## src/verilog/vid_regs_pkg.sv

```systemverilog
`default_nettype none

package vid_regs_pkg;

    localparam int coord_w   = 13;              // Every timing field
    localparam int div_w     = 6;               // Pixel divider
    localparam int reg_off_w = 8;               // Decoded offset bits

    // Register byte offsets
    localparam logic [reg_off_w-1:0] reg_ctrl    = 8'h00;
    localparam logic [reg_off_w-1:0] reg_h1      = 8'h28;
    localparam logic [reg_off_w-1:0] reg_h2      = 8'h30;
    localparam logic [reg_off_w-1:0] reg_v1      = 8'h38;
    localparam logic [reg_off_w-1:0] reg_v2      = 8'h40;
    localparam logic [reg_off_w-1:0] reg_base    = 8'h48;
    localparam logic [reg_off_w-1:0] reg_lineinc = 8'h50;
    localparam logic [reg_off_w-1:0] reg_status  = 8'h58;

    localparam int en_bit       = 3;            // ctrl enable
    localparam int div_lsb      = 4;            // ctrl pixel_div 9:4
    localparam int underrun_bit = 0;            // status, write 1 to clear

    // h1/v1 hold {size, end}, h2/v2 hold {sync start, sync end}
    localparam int pair_w = 2 * coord_w;

endpackage

`default_nettype wire

```

## src/verilog/vid_bus_pkg.sv

```systemverilog
`default_nettype none

package vid_bus_pkg;

    localparam int axi_addr_w = 32;
    localparam int axi_data_w = 32;

    localparam logic [1:0] resp_okay   = 2'b00;
    localparam logic [1:0] resp_slverr = 2'b10;

    // Pixel word is {R, G, B}
    localparam int rgb_w  = 24;
    localparam int chan_w = 8;
    localparam int r_lsb  = 16;
    localparam int g_lsb  = 8;
    localparam int b_lsb  = 0;

    localparam int fifo_depth = 16;             // Must hold a whole visible line
    localparam int fifo_aw    = $clog2(fifo_depth);

    typedef enum logic [1:0] {fetch_idle, fetch_addr, fetch_data} fetch_state_t;
    typedef enum logic {wr_idle, wr_resp} wr_state_t;

endpackage

`default_nettype wire

```

## src/verilog/vid_reg_file.sv

```systemverilog
`default_nettype none

module vid_reg_file import vid_regs_pkg::*, vid_bus_pkg::*; (
    input  logic                  clk,
    input  logic                  reset_n,
    input  logic [axi_addr_w-1:0] s_awaddr,
    input  logic                  s_awvalid,
    output logic                  s_awready,
    input  logic [axi_data_w-1:0] s_wdata,
    input  logic                  s_wvalid,
    output logic                  s_wready,
    output logic [1:0]            s_bresp,
    output logic                  s_bvalid,
    input  logic                  s_bready,
    input  logic [axi_addr_w-1:0] s_araddr,
    input  logic                  s_arvalid,
    output logic                  s_arready,
    output logic [axi_data_w-1:0] s_rdata,
    output logic [1:0]            s_rresp,
    output logic                  s_rvalid,
    input  logic                  s_rready,
    input  logic                  underrun_set,
    output logic                  enable,
    output logic [div_w-1:0]      pixel_div,
    output logic [coord_w-1:0]    hend,
    output logic [coord_w-1:0]    hsize,
    output logic [coord_w-1:0]    hsync_start,
    output logic [coord_w-1:0]    hsync_end,
    output logic [coord_w-1:0]    vend,
    output logic [coord_w-1:0]    vsize,
    output logic [coord_w-1:0]    vsync_start,
    output logic [coord_w-1:0]    vsync_end,
    output logic [axi_addr_w-1:0] base,
    output logic [axi_addr_w-1:0] lineinc
);

    function automatic logic is_mapped(input logic [reg_off_w-1:0] off);
        return off inside {reg_ctrl, reg_h1, reg_h2, reg_v1, reg_v2,
                           reg_base, reg_lineinc, reg_status};
    endfunction

    wr_state_t              wr_state;
    logic                   wr_fire;
    logic                   underrun;
    logic [reg_off_w-1:0]   wr_off;
    logic [axi_data_w-1:0]  rd_word;

    assign wr_off    = s_awaddr[reg_off_w-1:0];
    assign wr_fire   = (wr_state == wr_idle) && s_awvalid && s_wvalid; // Address and data together
    assign s_awready = wr_fire;
    assign s_wready  = wr_fire;
    assign s_bvalid  = (wr_state == wr_resp);
    assign s_arready = !s_rvalid;               // One read response at a time

    always_ff @(posedge clk or negedge reset_n) begin
        if (!reset_n) begin
            wr_state <= wr_idle;
        end else if (wr_state == wr_idle) begin
            if (wr_fire)
                wr_state <= wr_resp;
        end else if (s_bready) begin
            wr_state <= wr_idle;
        end
    end

    always_ff @(posedge clk) begin
        if (wr_fire)
            s_bresp <= is_mapped(wr_off) ? resp_okay : resp_slverr;
    end

    always_ff @(posedge clk or negedge reset_n) begin
        if (!reset_n) begin
            enable    <= 1'b0;
            pixel_div <= '0;
            {hsize, hend}             <= '0;
            {hsync_start, hsync_end}  <= '0;
            {vsize, vend}             <= '0;
            {vsync_start, vsync_end}  <= '0;
            base      <= '0;
            lineinc   <= '0;
        end else if (wr_fire) begin
            case (wr_off)
                reg_ctrl: begin
                    enable    <= s_wdata[en_bit];
                    pixel_div <= s_wdata[div_lsb +: div_w];
                end
                reg_h1:      {hsize, hend}            <= s_wdata[pair_w-1:0];
                reg_h2:      {hsync_start, hsync_end} <= s_wdata[pair_w-1:0];
                reg_v1:      {vsize, vend}            <= s_wdata[pair_w-1:0];
                reg_v2:      {vsync_start, vsync_end} <= s_wdata[pair_w-1:0];
                reg_base:    base    <= s_wdata;
                reg_lineinc: lineinc <= s_wdata;
                default: ;                      // Status handled below, unmapped ignored
            endcase
        end
    end

    // Sticky underrun, a new event beats the clear
    always_ff @(posedge clk or negedge reset_n) begin
        if (!reset_n)
            underrun <= 1'b0;
        else if (underrun_set)
            underrun <= 1'b1;
        else if (wr_fire && wr_off == reg_status && s_wdata[underrun_bit])
            underrun <= 1'b0;
    end

    always_comb begin
        rd_word = '0;
        case (s_araddr[reg_off_w-1:0])
            reg_ctrl: begin
                rd_word[en_bit]             = enable;
                rd_word[div_lsb +: div_w]   = pixel_div;
            end
            reg_h1:      rd_word[pair_w-1:0] = {hsize, hend};
            reg_h2:      rd_word[pair_w-1:0] = {hsync_start, hsync_end};
            reg_v1:      rd_word[pair_w-1:0] = {vsize, vend};
            reg_v2:      rd_word[pair_w-1:0] = {vsync_start, vsync_end};
            reg_base:    rd_word = base;
            reg_lineinc: rd_word = lineinc;
            reg_status:  rd_word[underrun_bit] = underrun;
            default:     rd_word = '0;
        endcase
    end

    always_ff @(posedge clk or negedge reset_n) begin
        if (!reset_n)
            s_rvalid <= 1'b0;
        else if (s_arvalid && s_arready)
            s_rvalid <= 1'b1;
        else if (s_rready)
            s_rvalid <= 1'b0;
    end

    always_ff @(posedge clk) begin
        if (s_arvalid && s_arready) begin
            s_rdata <= rd_word;
            s_rresp <= is_mapped(s_araddr[reg_off_w-1:0]) ? resp_okay : resp_slverr;
        end
    end

    a_bvalid_hold: assert property (@(posedge clk) disable iff (!reset_n)
        s_bvalid && !s_bready |=> s_bvalid)
        else $error("bvalid dropped before bready");

    a_rvalid_hold: assert property (@(posedge clk) disable iff (!reset_n)
        s_rvalid && !s_rready |=> s_rvalid && $stable(s_rdata))
        else $error("rvalid or rdata changed before rready");

endmodule

`default_nettype wire

```

## src/verilog/vid_timing.sv

```systemverilog
`default_nettype none

module vid_timing import vid_regs_pkg::*; (
    input  logic               clk,
    input  logic               reset_n,
    input  logic               enable,
    input  logic [div_w-1:0]   pixel_div,
    input  logic [coord_w-1:0] hend,
    input  logic [coord_w-1:0] hsize,
    input  logic [coord_w-1:0] hsync_start,
    input  logic [coord_w-1:0] hsync_end,
    input  logic [coord_w-1:0] vend,
    input  logic [coord_w-1:0] vsize,
    input  logic [coord_w-1:0] vsync_start,
    input  logic [coord_w-1:0] vsync_end,
    output logic               hsync,
    output logic               hblank,
    output logic               vsync,
    output logic               vblank,
    output logic               pixel_pop,
    output logic               line_start,
    output logic [coord_w-1:0] fetch_line
);

    logic [div_w-1:0]   div_cnt;
    logic [coord_w-1:0] hcnt;
    logic [coord_w-1:0] vcnt;
    logic               pix_tick;
    logic               period_start;

    assign pix_tick     = enable && (div_cnt == pixel_div);    // Last clock of a pixel period
    assign period_start = enable && (div_cnt == '0);

    assign pixel_pop  = period_start && (hcnt < hsize) && (vcnt < vsize);
    assign line_start = period_start && (hcnt == hsize);       // First clock of hblank
    assign fetch_line = (vcnt == vend) ? '0 : vcnt + 1'b1;

    // Idle counters park in the blank of the last line
    always_ff @(posedge clk or negedge reset_n) begin
        if (!reset_n) begin
            div_cnt <= '0;
            hcnt    <= '0;
            vcnt    <= '0;
        end else if (!enable) begin
            div_cnt <= '0;
            hcnt    <= hsize;
            vcnt    <= vend;
        end else if (pix_tick) begin
            div_cnt <= '0;
            if (hcnt == hend) begin
                hcnt <= '0;
                vcnt <= (vcnt == vend) ? '0 : vcnt + 1'b1;
            end else begin
                hcnt <= hcnt + 1'b1;
            end
        end else begin
            div_cnt <= div_cnt + 1'b1;
        end
    end

    // Registered one clock behind the counts
    always_ff @(posedge clk or negedge reset_n) begin
        if (!reset_n) begin
            hblank <= 1'b1;
            vblank <= 1'b1;
            hsync  <= 1'b0;
            vsync  <= 1'b0;
        end else if (!enable) begin
            hblank <= 1'b1;
            vblank <= 1'b1;
            hsync  <= 1'b0;
            vsync  <= 1'b0;
        end else begin
            hblank <= (hcnt >= hsize);
            vblank <= (vcnt >= vsize);
            hsync  <= (hcnt >= hsync_start) && (hcnt < hsync_end);
            vsync  <= (vcnt >= vsync_start) && (vcnt < vsync_end);
        end
    end

    a_no_pop_at_line_start: assert property (@(posedge clk) disable iff (!reset_n)
        line_start |-> !pixel_pop ##1 hblank)
        else $error("line_start overlaps active video");

endmodule

`default_nettype wire

```

## src/verilog/vid_line_fetch.sv

```systemverilog
`default_nettype none

module vid_line_fetch import vid_regs_pkg::*, vid_bus_pkg::*; (
    input  logic                  clk,
    input  logic                  reset_n,
    input  logic                  line_start,
    input  logic [coord_w-1:0]    fetch_line,
    input  logic [coord_w-1:0]    vsize,
    input  logic [coord_w-1:0]    hsize,
    input  logic [axi_addr_w-1:0] base,
    input  logic [axi_addr_w-1:0] lineinc,
    input  logic                  fifo_full,
    output logic [axi_addr_w-1:0] m_araddr,
    output logic                  m_arvalid,
    input  logic                  m_arready,
    input  logic [axi_data_w-1:0] m_rdata,
    input  logic [1:0]            m_rresp,
    input  logic                  m_rvalid,
    output logic                  m_rready,
    output logic                  fifo_flush,
    output logic                  fifo_push,
    output logic [rgb_w-1:0]      fifo_data
);

    fetch_state_t           state;
    logic [coord_w-1:0]     word_idx;
    logic [axi_addr_w-1:0]  pend_addr;          // Start of the requested line
    logic                   pend;               // Line request waiting for idle
    logic                   drop;               // Beat in flight belongs to a flushed line

    assign fifo_flush = line_start;
    assign m_arvalid  = (state == fetch_addr) && !fifo_full;
    assign m_rready   = (state == fetch_data);
    assign fifo_push  = m_rvalid && m_rready && !drop;
    // Error beats keep the pixel count but show black
    assign fifo_data  = (m_rresp == resp_okay) ? m_rdata[rgb_w-1:0] : '0;

    always_ff @(posedge clk or negedge reset_n) begin
        if (!reset_n) begin
            state <= fetch_idle;
            pend  <= 1'b0;
            drop  <= 1'b0;
        end else begin
            case (state)
                fetch_idle:
                    if (pend)
                        state <= fetch_addr;
                fetch_addr:
                    if (m_arvalid && m_arready)
                        state <= fetch_data;
                fetch_data:
                    if (m_rvalid) begin
                        if (drop || line_start || word_idx == hsize - 1'b1)
                            state <= fetch_idle;
                        else
                            state <= fetch_addr;
                    end
                default: state <= fetch_idle;
            endcase

            if (line_start)
                pend <= (fetch_line < vsize) && (hsize != '0);
            else if (state == fetch_idle)
                pend <= 1'b0;

            if (state == fetch_data && m_rvalid)
                drop <= 1'b0;
            else if (line_start && state != fetch_idle)
                drop <= 1'b1;
        end
    end

    always_ff @(posedge clk) begin
        if (line_start)
            pend_addr <= base + lineinc * axi_addr_w'(fetch_line);
        if (state == fetch_idle && pend) begin
            m_araddr <= pend_addr;
            word_idx <= '0;
        end else if (state == fetch_data && m_rvalid) begin
            m_araddr <= m_araddr + 3'd4;        // Next packed word
            word_idx <= word_idx + 1'b1;
        end
    end

    a_no_ar_when_full: assert property (@(posedge clk) disable iff (!reset_n)
        m_arvalid && !m_arready |=> m_arvalid && !fifo_full)
        else $error("arvalid dropped or raised with FIFO full");

endmodule

`default_nettype wire

```

## src/verilog/vid_pixel_fifo.sv

```systemverilog
`default_nettype none

module vid_pixel_fifo import vid_bus_pkg::*; (
    input  logic             clk,
    input  logic             reset_n,
    input  logic             flush,
    input  logic             push,
    input  logic             pop,
    input  logic [rgb_w-1:0] push_data,
    output logic [rgb_w-1:0] pop_data,
    output logic             full,
    output logic             empty
);

    logic [rgb_w-1:0] mem [fifo_depth];
    logic [fifo_aw:0] wr_ptr;                   // Extra bit tells full from empty
    logic [fifo_aw:0] rd_ptr;
    logic             do_push;
    logic             do_pop;

    assign empty    = (wr_ptr == rd_ptr);
    assign full     = (wr_ptr[fifo_aw] != rd_ptr[fifo_aw]) &&
                      (wr_ptr[fifo_aw-1:0] == rd_ptr[fifo_aw-1:0]);
    assign do_push  = push && !full && !flush;
    assign do_pop   = pop && !empty && !flush;
    assign pop_data = mem[rd_ptr[fifo_aw-1:0]]; // Head word shown ahead of pop

    always_ff @(posedge clk) begin
        if (do_push)
            mem[wr_ptr[fifo_aw-1:0]] <= push_data;
    end

    always_ff @(posedge clk or negedge reset_n) begin
        if (!reset_n) begin
            wr_ptr <= '0;
            rd_ptr <= '0;
        end else if (flush) begin
            wr_ptr <= '0;
            rd_ptr <= '0;
        end else begin
            if (do_push)
                wr_ptr <= wr_ptr + 1'b1;
            if (do_pop)
                rd_ptr <= rd_ptr + 1'b1;
        end
    end

    a_no_push_full: assert property (@(posedge clk) disable iff (!reset_n)
        full |-> !push)
        else $error("push into full pixel FIFO");

endmodule

`default_nettype wire

```

## src/verilog/vid_ctrl_top.sv

```systemverilog
`default_nettype none

module vid_ctrl_top import vid_regs_pkg::*, vid_bus_pkg::*; (
    input  logic                  clk,
    input  logic                  reset_n,
    input  logic [axi_addr_w-1:0] s_awaddr,
    input  logic                  s_awvalid,
    output logic                  s_awready,
    input  logic [axi_data_w-1:0] s_wdata,
    input  logic                  s_wvalid,
    output logic                  s_wready,
    output logic [1:0]            s_bresp,
    output logic                  s_bvalid,
    input  logic                  s_bready,
    input  logic [axi_addr_w-1:0] s_araddr,
    input  logic                  s_arvalid,
    output logic                  s_arready,
    output logic [axi_data_w-1:0] s_rdata,
    output logic [1:0]            s_rresp,
    output logic                  s_rvalid,
    input  logic                  s_rready,
    output logic [axi_addr_w-1:0] m_araddr,
    output logic                  m_arvalid,
    input  logic                  m_arready,
    input  logic [axi_data_w-1:0] m_rdata,
    input  logic [1:0]            m_rresp,
    input  logic                  m_rvalid,
    output logic                  m_rready,
    output logic                  hsync,
    output logic                  hblank,
    output logic                  vsync,
    output logic                  vblank,
    output logic [chan_w-1:0]     r,
    output logic [chan_w-1:0]     g,
    output logic [chan_w-1:0]     b
);

    logic                  enable;
    logic [div_w-1:0]      pixel_div;
    logic [coord_w-1:0]    hend, hsize, hsync_start, hsync_end;
    logic [coord_w-1:0]    vend, vsize, vsync_start, vsync_end;
    logic [axi_addr_w-1:0] base, lineinc;
    logic                  pixel_pop, line_start;
    logic [coord_w-1:0]    fetch_line;
    logic                  fifo_flush, fifo_push, fifo_full, fifo_empty;
    logic [rgb_w-1:0]      fifo_data, pop_data, rgb_q;
    logic                  underrun_set;

    assign underrun_set = pixel_pop && fifo_empty;  // Pixel due but line not fetched
    assign r = rgb_q[r_lsb +: chan_w];
    assign g = rgb_q[g_lsb +: chan_w];
    assign b = rgb_q[b_lsb +: chan_w];

    // Cleared with the blank edge so RGB lines up with hblank
    always_ff @(posedge clk or negedge reset_n) begin
        if (!reset_n)
            rgb_q <= '0;
        else if (!enable || line_start)
            rgb_q <= '0;
        else if (pixel_pop)
            rgb_q <= fifo_empty ? '0 : pop_data;
    end

    vid_reg_file u_regs (.*);

    vid_timing u_timing (.*);

    vid_line_fetch u_fetch (.*);

    vid_pixel_fifo u_fifo (
        .clk       (clk),
        .reset_n   (reset_n),
        .flush     (fifo_flush),
        .push      (fifo_push),
        .pop       (pixel_pop),
        .push_data (fifo_data),
        .pop_data  (pop_data),
        .full      (fifo_full),
        .empty     (fifo_empty)
    );

endmodule

`default_nettype wire

```

## config.mk

```make
export PLATFORM = sky130hd
export DESIGN_NAME = vid_ctrl_top
export DESIGN_NICKNAME = d
export VERILOG_FILES = /design/src/verilog/vid_regs_pkg.sv /design/src/verilog/vid_bus_pkg.sv /design/src/verilog/vid_reg_file.sv /design/src/verilog/vid_timing.sv /design/src/verilog/vid_line_fetch.sv /design/src/verilog/vid_pixel_fifo.sv /design/src/verilog/vid_ctrl_top.sv
export SDC_FILE = /design/constraint.sdc
export NUM_CORES = 2
export LEC_CHECK = 0
export ABC_AREA = 1
export ABC_CLOCK_PERIOD_IN_PS = 6700
export BUFFER_PORTS_ARGS = -buffer_cell sky130_fd_sc_hd__buf_2
export CAP_MARGIN = 40
export CORE_MARGIN = 3
export CORE_UTILIZATION = 40
export DETAILED_ROUTE_END_ITERATION = 12
export GPL_TIMING_DRIVEN = 0
export RECOVER_POWER = 25
export SLEW_MARGIN = 20
export SYNTH_ARGS = -nofsm -noshare
export SYNTH_HDL_FRONTEND = slang
export SYNTH_SLANG_ARGS = --single-unit
```

## constraint.sdc

```tcl
create_clock -name clk -period 6.7 [get_ports clk]
set_input_delay 0 -clock clk [delete_from_list [all_inputs] [get_ports clk]]
set_output_delay 0 -clock clk [all_outputs]
set_load 0.01 [all_outputs]
```

Word-level counts from Yosys, hierarchy flattened
Memory sizes are Yosys's and may differ from the RTL's.
Index checks and enable logic that the tools add are counted.

operators by class
  magnitude comparators = 9
  bitwise logic cells = 1
  mux-type cells = 48
  reductions and logical operators = 60
  add/sub/neg operators = 9
  multipliers = 1
  equality and inequality tests = 29

operators by type and width
  kind                     number
  $mux W24                 4
  $pmux W16 S6             1
  $mux W13                 7
  $lt A13 B13 Y1           5
  $eq A8 B7 Y1 const B     8
  $mux W32                 2
  $eq A13 B13 Y1           4
  $ge A13 B13 Y1           4
  $pmux W7 S7              1
  $eq A8 B6 Y1 const B     6
  $add A13 B1 Y13 const B  3
  $add A32 B3 Y32 const B  1
  $add A32 B32 Y32         1
  $mul A32 B13 Y32         1
  $logic_and A1 B1 Y1      25
  $mux W5                  4
  $mux W1                  18
  $reduce_bool A2 Y1       9
  $logic_not A8 Y1         2
  $reduce_and A2 Y1        8
  $reduce_bool A8 Y1       2
  $reduce_bool A13 Y1      1
  $sub A13 B1 Y13 const B  1
  $mux W6                  2
  21 further kinds         37

word-level totals
  memory bits (writable) = 384
  memories kept = 1
  word-level logic and storage cells = 192
  input bits = 139
  output and inout bits = 103
  register bits after elaboration = 365

memory list
  memory      words  width  read ports  clocked after memory_dff  wr ports  line                  RTL
  u_fifo.mem  16     24     1           0                         1         vid_pixel_fifo.sv:15  logic [rgb_w-1:0] mem [fifo_depth];

Depth between registers and ports, before layout
  depth after elaboration = 8
  depth in mapped cells = 39
  mapped depth without buffers = 37

Modules after synthesis
Synthesis repeated with hierarchy kept, for this count alone.

second synthesis, totals
  cells, all modules = 5,505
  area total of the unflattened synthesis = 48,363.9 um2

modules (own cells, without submodules)
  module          times used  cells each  area an instance (um2)  sequential area each (um2)
  vid_line_fetch  1           2,199       16,373.2                2,282.2
  vid_pixel_fifo  1           1,296       16,059.2                11,781.3
  vid_reg_file    1           1,111       9,846.9                 5,475.3
  vid_timing      1           788         4,924.7                 903.4
  vid_ctrl_top    1           111         1,159.9                 600.6

Worst setup path before layout
Ideal clock, no wire load.

  kind = register to register
  from = register u_timing.vcnt[8]
  to = register u_fetch.pend_addr[31], data pin
  stages on the path, launching flop included = 36
  clock period less this slack = 6,662 ps
  arrival time = 6,410 ps
  slack = 38 ps
  data required time = 6,448 ps
  cells stage by stage = dfrtp_1 > nand2_1 > nand2_1 > nor2_1 > nand2_1 > nor2_1 > nand2_4 > buf_2 > nand2_1 > clkbuf_1 > nor2_1 > fa_1 > inv_1 > fa_1 > inv_1 > fa_1 > inv_1 > fa_1 > inv_1 > fa_1 > inv_1 > fa_1 > inv_1 > ha_1 > nand2_1 > o21ai_0 > nand3_1 > nand3_1 > nand3_1 > nand2_1 > nand2_1 > nand2_1 > xor2_1 > inv_1 > nand3_1 > nand2_1

on the way
  word-level cells in the longest chain between the ends = 4
  elaborated cells on any way between the ends = 5
  classes of those cells = add/sub: 2; mul: 1; eq/ne: 1; mux: 1

ends and longest elaborated chain
  what                                               line                  RTL
  from (decl)                                        vid_timing.sv:27      logic [coord_w-1:0] vcnt;
  from (signal assigned)                             vid_timing.sv:47      vcnt <= vend;
  from (signal assigned)                             vid_timing.sv:52      vcnt <= (vcnt == vend) ? '0 : vcnt + 1'b1;
  $add A13 B1 Y13 or $eq A13 B13 Y1 (tied branches)  vid_timing.sv:36      assign fetch_line = (vcnt == vend) ? '0 : vcnt + 1'b1;
  $mux W13 (*)                                       vid_timing.sv:36
  $mul A32 B13 Y32 (*)                               vid_line_fetch.sv:75  pend_addr <= base + lineinc * axi_addr_w'(fetch_line);
  $add A32 B32 Y32 (*)                               vid_line_fetch.sv:75
  to (signal assigned)                               vid_line_fetch.sv:75
  to (decl)                                          vid_line_fetch.sv:27  logic [axi_addr_w-1:0] pend_addr;

Every way passes the cells marked *; elsewhere a longest branch is shown, timed or not.
A chain may end at the register's enable or synchronous reset.

Worst setup path in the final report
  from = register u_timing.vcnt[1]
  to = register u_fetch.pend_addr[29], data pin

Same word-level chain as after synthesis.

==> results.tsv <==
stage	metric	value	unit
floorplan	rows	121	
worst_setup_path	crit_path_max_incr_delay	0.59	ns
routing	dr_total_vias	36123	
final_layout	final_cells	6598	
routing	ant_nets	0	
timing	hold_viol_final	9	
global_routing	grt_use_total	26.5	%
timing	hold_slack	-0.0249	ns
floorplan	die_area	115000	µm²
min_path	whs_path_depth	3	
pwr	peakVddDrop	0.000227	V
min_path	min-delay-start	s_arvalid	
final_layout	fillers	9926	
global_routing	grt_remaining_overflow	0	
global_routing	grt_pass1_vias	35315	
worst_setup_path	startpoint_type	register	
worst_setup_path	crit_type	register to register	
synthesis	ys_warn_count	0	
clock_network	clk_path_buf_depth	3	
synthesis	synthCells	4507	
timing	skew	0.0598	ns
final_layout	areaGrowthSynthToFinish	22.7	%
placed_design	hpwl	115	mm
clock_network	clkLatencyLatePin	0.72	ns
synthesis	ys_seq_area_share	47.5	%
synthesis	synth_cell_types	63	
global_routing	antenna_found_initial	10	
routing	vias_per_cell	5.47	
worst_setup_path	required	7.15	ns
pwr	power	11.0	mW
worst_setup_path	crit_top_cell	fa_1	
timing	slew_headroom	-183	%
final_layout	drive_above_1_share	15.5	%
clock_network	cts_root_buf	clkbuf_16	
worst_setup_path	worstPathArrival	7.54	ns
worst_setup_path	critPathSlowestCell	fa_1	
synthesis	postSynthAreaPerCell	9.83	µm²
synthesis	synthArstFlopShare	33.7	%
floorplan	start_util	40.5	%
timing	setup_viol	10	
timing	period_needed	7.09	ns
global_routing	grt_pass1_wl	228	mm
worst_setup_path	rr_startpoint	u_timing.vcnt[1]	
min_path	hp-class	input pin to register	
worst_setup_path	r2r_cells	33	
worst_setup_path	timing.rr.end	u_fetch.pend_addr[29]	
synthesis	synth-main-ff-cell	edfxtp_1	
worst_setup_path	path_max_fanout	10	
worst_setup_path	end_kind	register	
pwr	powerDensity	203	nW/µm²
floorplan	core_area	109000	µm²
routing	wl_per_cell	23.8	µm
placed_design	io_buffer_count	183	
run_status	violations	hold timing, capacitance limit, slew limit, setup timing	
routing	drc	0	
min_path	min_to	u_regs.s_rdata[6]	
floorplan	die-height	339	µm
timing	worstMarginPinSlew	4.25	ns
placed_design	gp_congestion	0.960	
timing	finalSetupTns	-1.60	ns
clock_network	cts_buffers	85	
timing	slew_viol_final	201	
timing	worst_slack	-0.388	ns
final_layout	multi_input_area	21100	µm²
pwr	p_leak	22.8	nW
final_layout	seqCellArea	21100	µm²
clock_network	clk_pin_slew	0.06	ns
placed_design	place_inst	6217	
timing	finalCritPeriodShare	106	%
job	maxCapViolations	3	
routing	wirelength	157	mm
synthesis	ys_seq_elements	747	
synthesis	synthesis.area	44300	µm²
timing	rsz0062_at_grt	true	
final_layout	nets	5629	
routing	first_pass_iters	6	
placed_design	dp_slack	-2.40	ns
routing	drt-initial-drc-count	4009	
run_status	status	finished, violations left	
synthesis	synth-edff-count	482	
worst_setup_path	regToRegSetupSlack	-0.39	ns
floorplan	fp.dieW	339	µm
clock_network	cts_sinks	747	
global_routing	grt_max_degree	74	
timing	max_freq	0.141	GHz
clock_network	htreeDepth	3	
floorplan	ios	242	
clock_network	cts_tree	built	
-- area by class of cell --
cell class                      instances  area share, %
Sequential cell                       747           38.8
Multi-Input combinational cell       2875           38.8
Clock inverter                         40          0.933
Clock buffer                          119           4.39
Buffer                                186           1.85
Antenna cell                            5         0.0230
Tap cell                             1476           3.40
Inverter                              699           4.99
Timing Repair Buffer                  451           6.82
-- cells by family (layout without fill, tap and decap cells) --
group	Yosys count	after routing	share of synthesized area [%]
AOI/OAI and AO/OA	743	743	10.3
buffers and inverters	886	1495	7.60
other	1	7	0.00847
adders and majority gates	445	445	17.4
DFF	747	747	47.5
muxes	42	42	0.960
and+or+nand+nor	1532	1532	14.0
xor gates and xnor gates	111	111	2.19
-- worst max-delay path by stage --
stage | end | startpoint | cells after the start | slack (ns)
2_1_floorplan | u_fetch.pend_addr[31] | u_timing.vcnt[8] | 35 | 0.04
3_3_place_gp | u_fetch.pend_addr[31] | u_timing.vcnt[5] | 34 | -2.41
3_5_place_dp | u_fetch.pend_addr[31] | u_timing.vcnt[5] | 34 | -2.40
4_1_cts | u_fetch.pend_addr[31] | u_timing.vcnt[1] | 31 | -0.32
5_1_grt | u_fetch.pend_addr[31] | u_timing.vcnt[1] | 32 | -0.52
6_report | u_fetch.pend_addr[29] | u_timing.vcnt[1] | 33 | -0.39
-- where the power goes --
group	total [mW]	internal, mW	switching [mW]
clock	4.77	2.72	2.05
combinational	1.19	0.428	0.762
sequential	5.07	4.99	0.0803
total	11.0	8.14	2.89
-- repair_timing --
item	4_1_cts	5_1_grt
endpoints found under the hold margin	749	0
setup endpoints to repair	24	16
hold buffers	75	0
pin swaps	71	79
resized for setup	247	144
setup buffers	76	57
cloned	3	2
-- synth_stat cells, types with 36 or more instances --
| cell | number | area [µm²] |
|---|---|---|
| a21oi_1 | 115 | 576 |
| clkbuf_1 | 146 | 548 |
| dfrtp_1 | 250 | 6260 |
| edfxtp_1 | 482 | 14500 |
| fa_1 | 284 | 5690 |
| ha_1 | 161 | 2010 |
| inv_1 | 672 | 2520 |
| mux2i_1 | 38 | 380 |
| nand2_1 | 758 | 2850 |
| nand3_1 | 115 | 576 |
| nor2_1 | 547 | 2050 |
| o21ai_0 | 357 | 1790 |
| o221ai_1 | 61 | 534 |
| o22ai_1 | 36 | 225 |
| o32ai_1 | 59 | 517 |
| xor2_1 | 81 | 709 |
-- routing by layer --
layer / routed length, µm / GRT usage (%)
met1: 60200 / 34.2
met2: 70800 / 42.0
met3: 16200 / 6.06
met4: 9690 / 13.7
met5: 14 / 0
-- sequential cells by signal, indices dropped and copies added, names as in the netlist, 24 cells and up --
signal / cells
u_regs.lineinc: 32
u_fifo.mem: 384
u_regs.base: 32
u_fetch.m_araddr: 32
u_regs.s_rdata: 32
rgb_q: 24
u_fetch.pend_addr: 32
-- worst max-delay path, delay by kind of cell (launching register included) --
kind          cells  cell delay (ns)
simple gates     16             1.72
buf+inv           8             0.91
xor+xnor          1             0.28
flops             1             0.48
fa+ha+maj         8             3.43
-- metrics by stage --
| stage | instance area, µm² | hold slack, ns | util, % |
|---|---|---|---|
| 2_1_floorplan | 44300 | -0.296 | - |
| 3_3_place_gp | 47100 | 0.181 | 43.1 |
| 3_5_place_dp | 48000 | 0.0194 | 43.9 |
| 4_1_cts | 53400 | 0.00764 | 48.8 |
| 5_1_grt | 54300 | -0.0134 | 49.7 |
| 6_report | 54300 | -0.0249 | 49.7 |
-- cell usage in the layout, fill, tap and decap left out, types with 18 or more instances in the layout --
| cell type | Yosys | final |
|---|---|---|
| a21oi_1 | 115 | 97 |
| a221oi_1 | 27 | 27 |
| a32o_1 | 20 | 20 |
| buf_1 | 21 | 21 |
| buf_16 | 0 | 19 |
| buf_2 | 12 | 195 |
| buf_4 | 4 | 123 |
| buf_6 | 1 | 25 |
| clkbuf_1 | 146 | 161 |
| clkbuf_16 | 0 | 91 |
| clkbuf_8 | 0 | 20 |
| clkinv_1 | 16 | 21 |
| dfrtp_1 | 250 | 236 |
| dlygate4sd3_1 | 0 | 74 |
| edfxtp_1 | 482 | 482 |
| fa_1 | 284 | 270 |
| ha_1 | 161 | 136 |
| ha_4 | 0 | 22 |
| inv_1 | 672 | 641 |
| inv_2 | 11 | 35 |
| mux2i_1 | 38 | 38 |
| nand2_1 | 758 | 721 |
| nand2_2 | 2 | 18 |
| nand2_4 | 2 | 18 |
| nand3_1 | 115 | 110 |
| nand4_1 | 31 | 31 |
| nor2_1 | 547 | 507 |
| nor2_2 | 13 | 24 |
| nor2_4 | 0 | 29 |
| nor3_1 | 28 | 28 |
| o21ai_0 | 357 | 347 |
| o221ai_1 | 61 | 60 |
| o22ai_1 | 36 | 36 |
| o32ai_1 | 59 | 59 |
| xnor2_1 | 30 | 29 |
| xor2_1 | 81 | 71 |
Power figures use the tool's default switching activity.
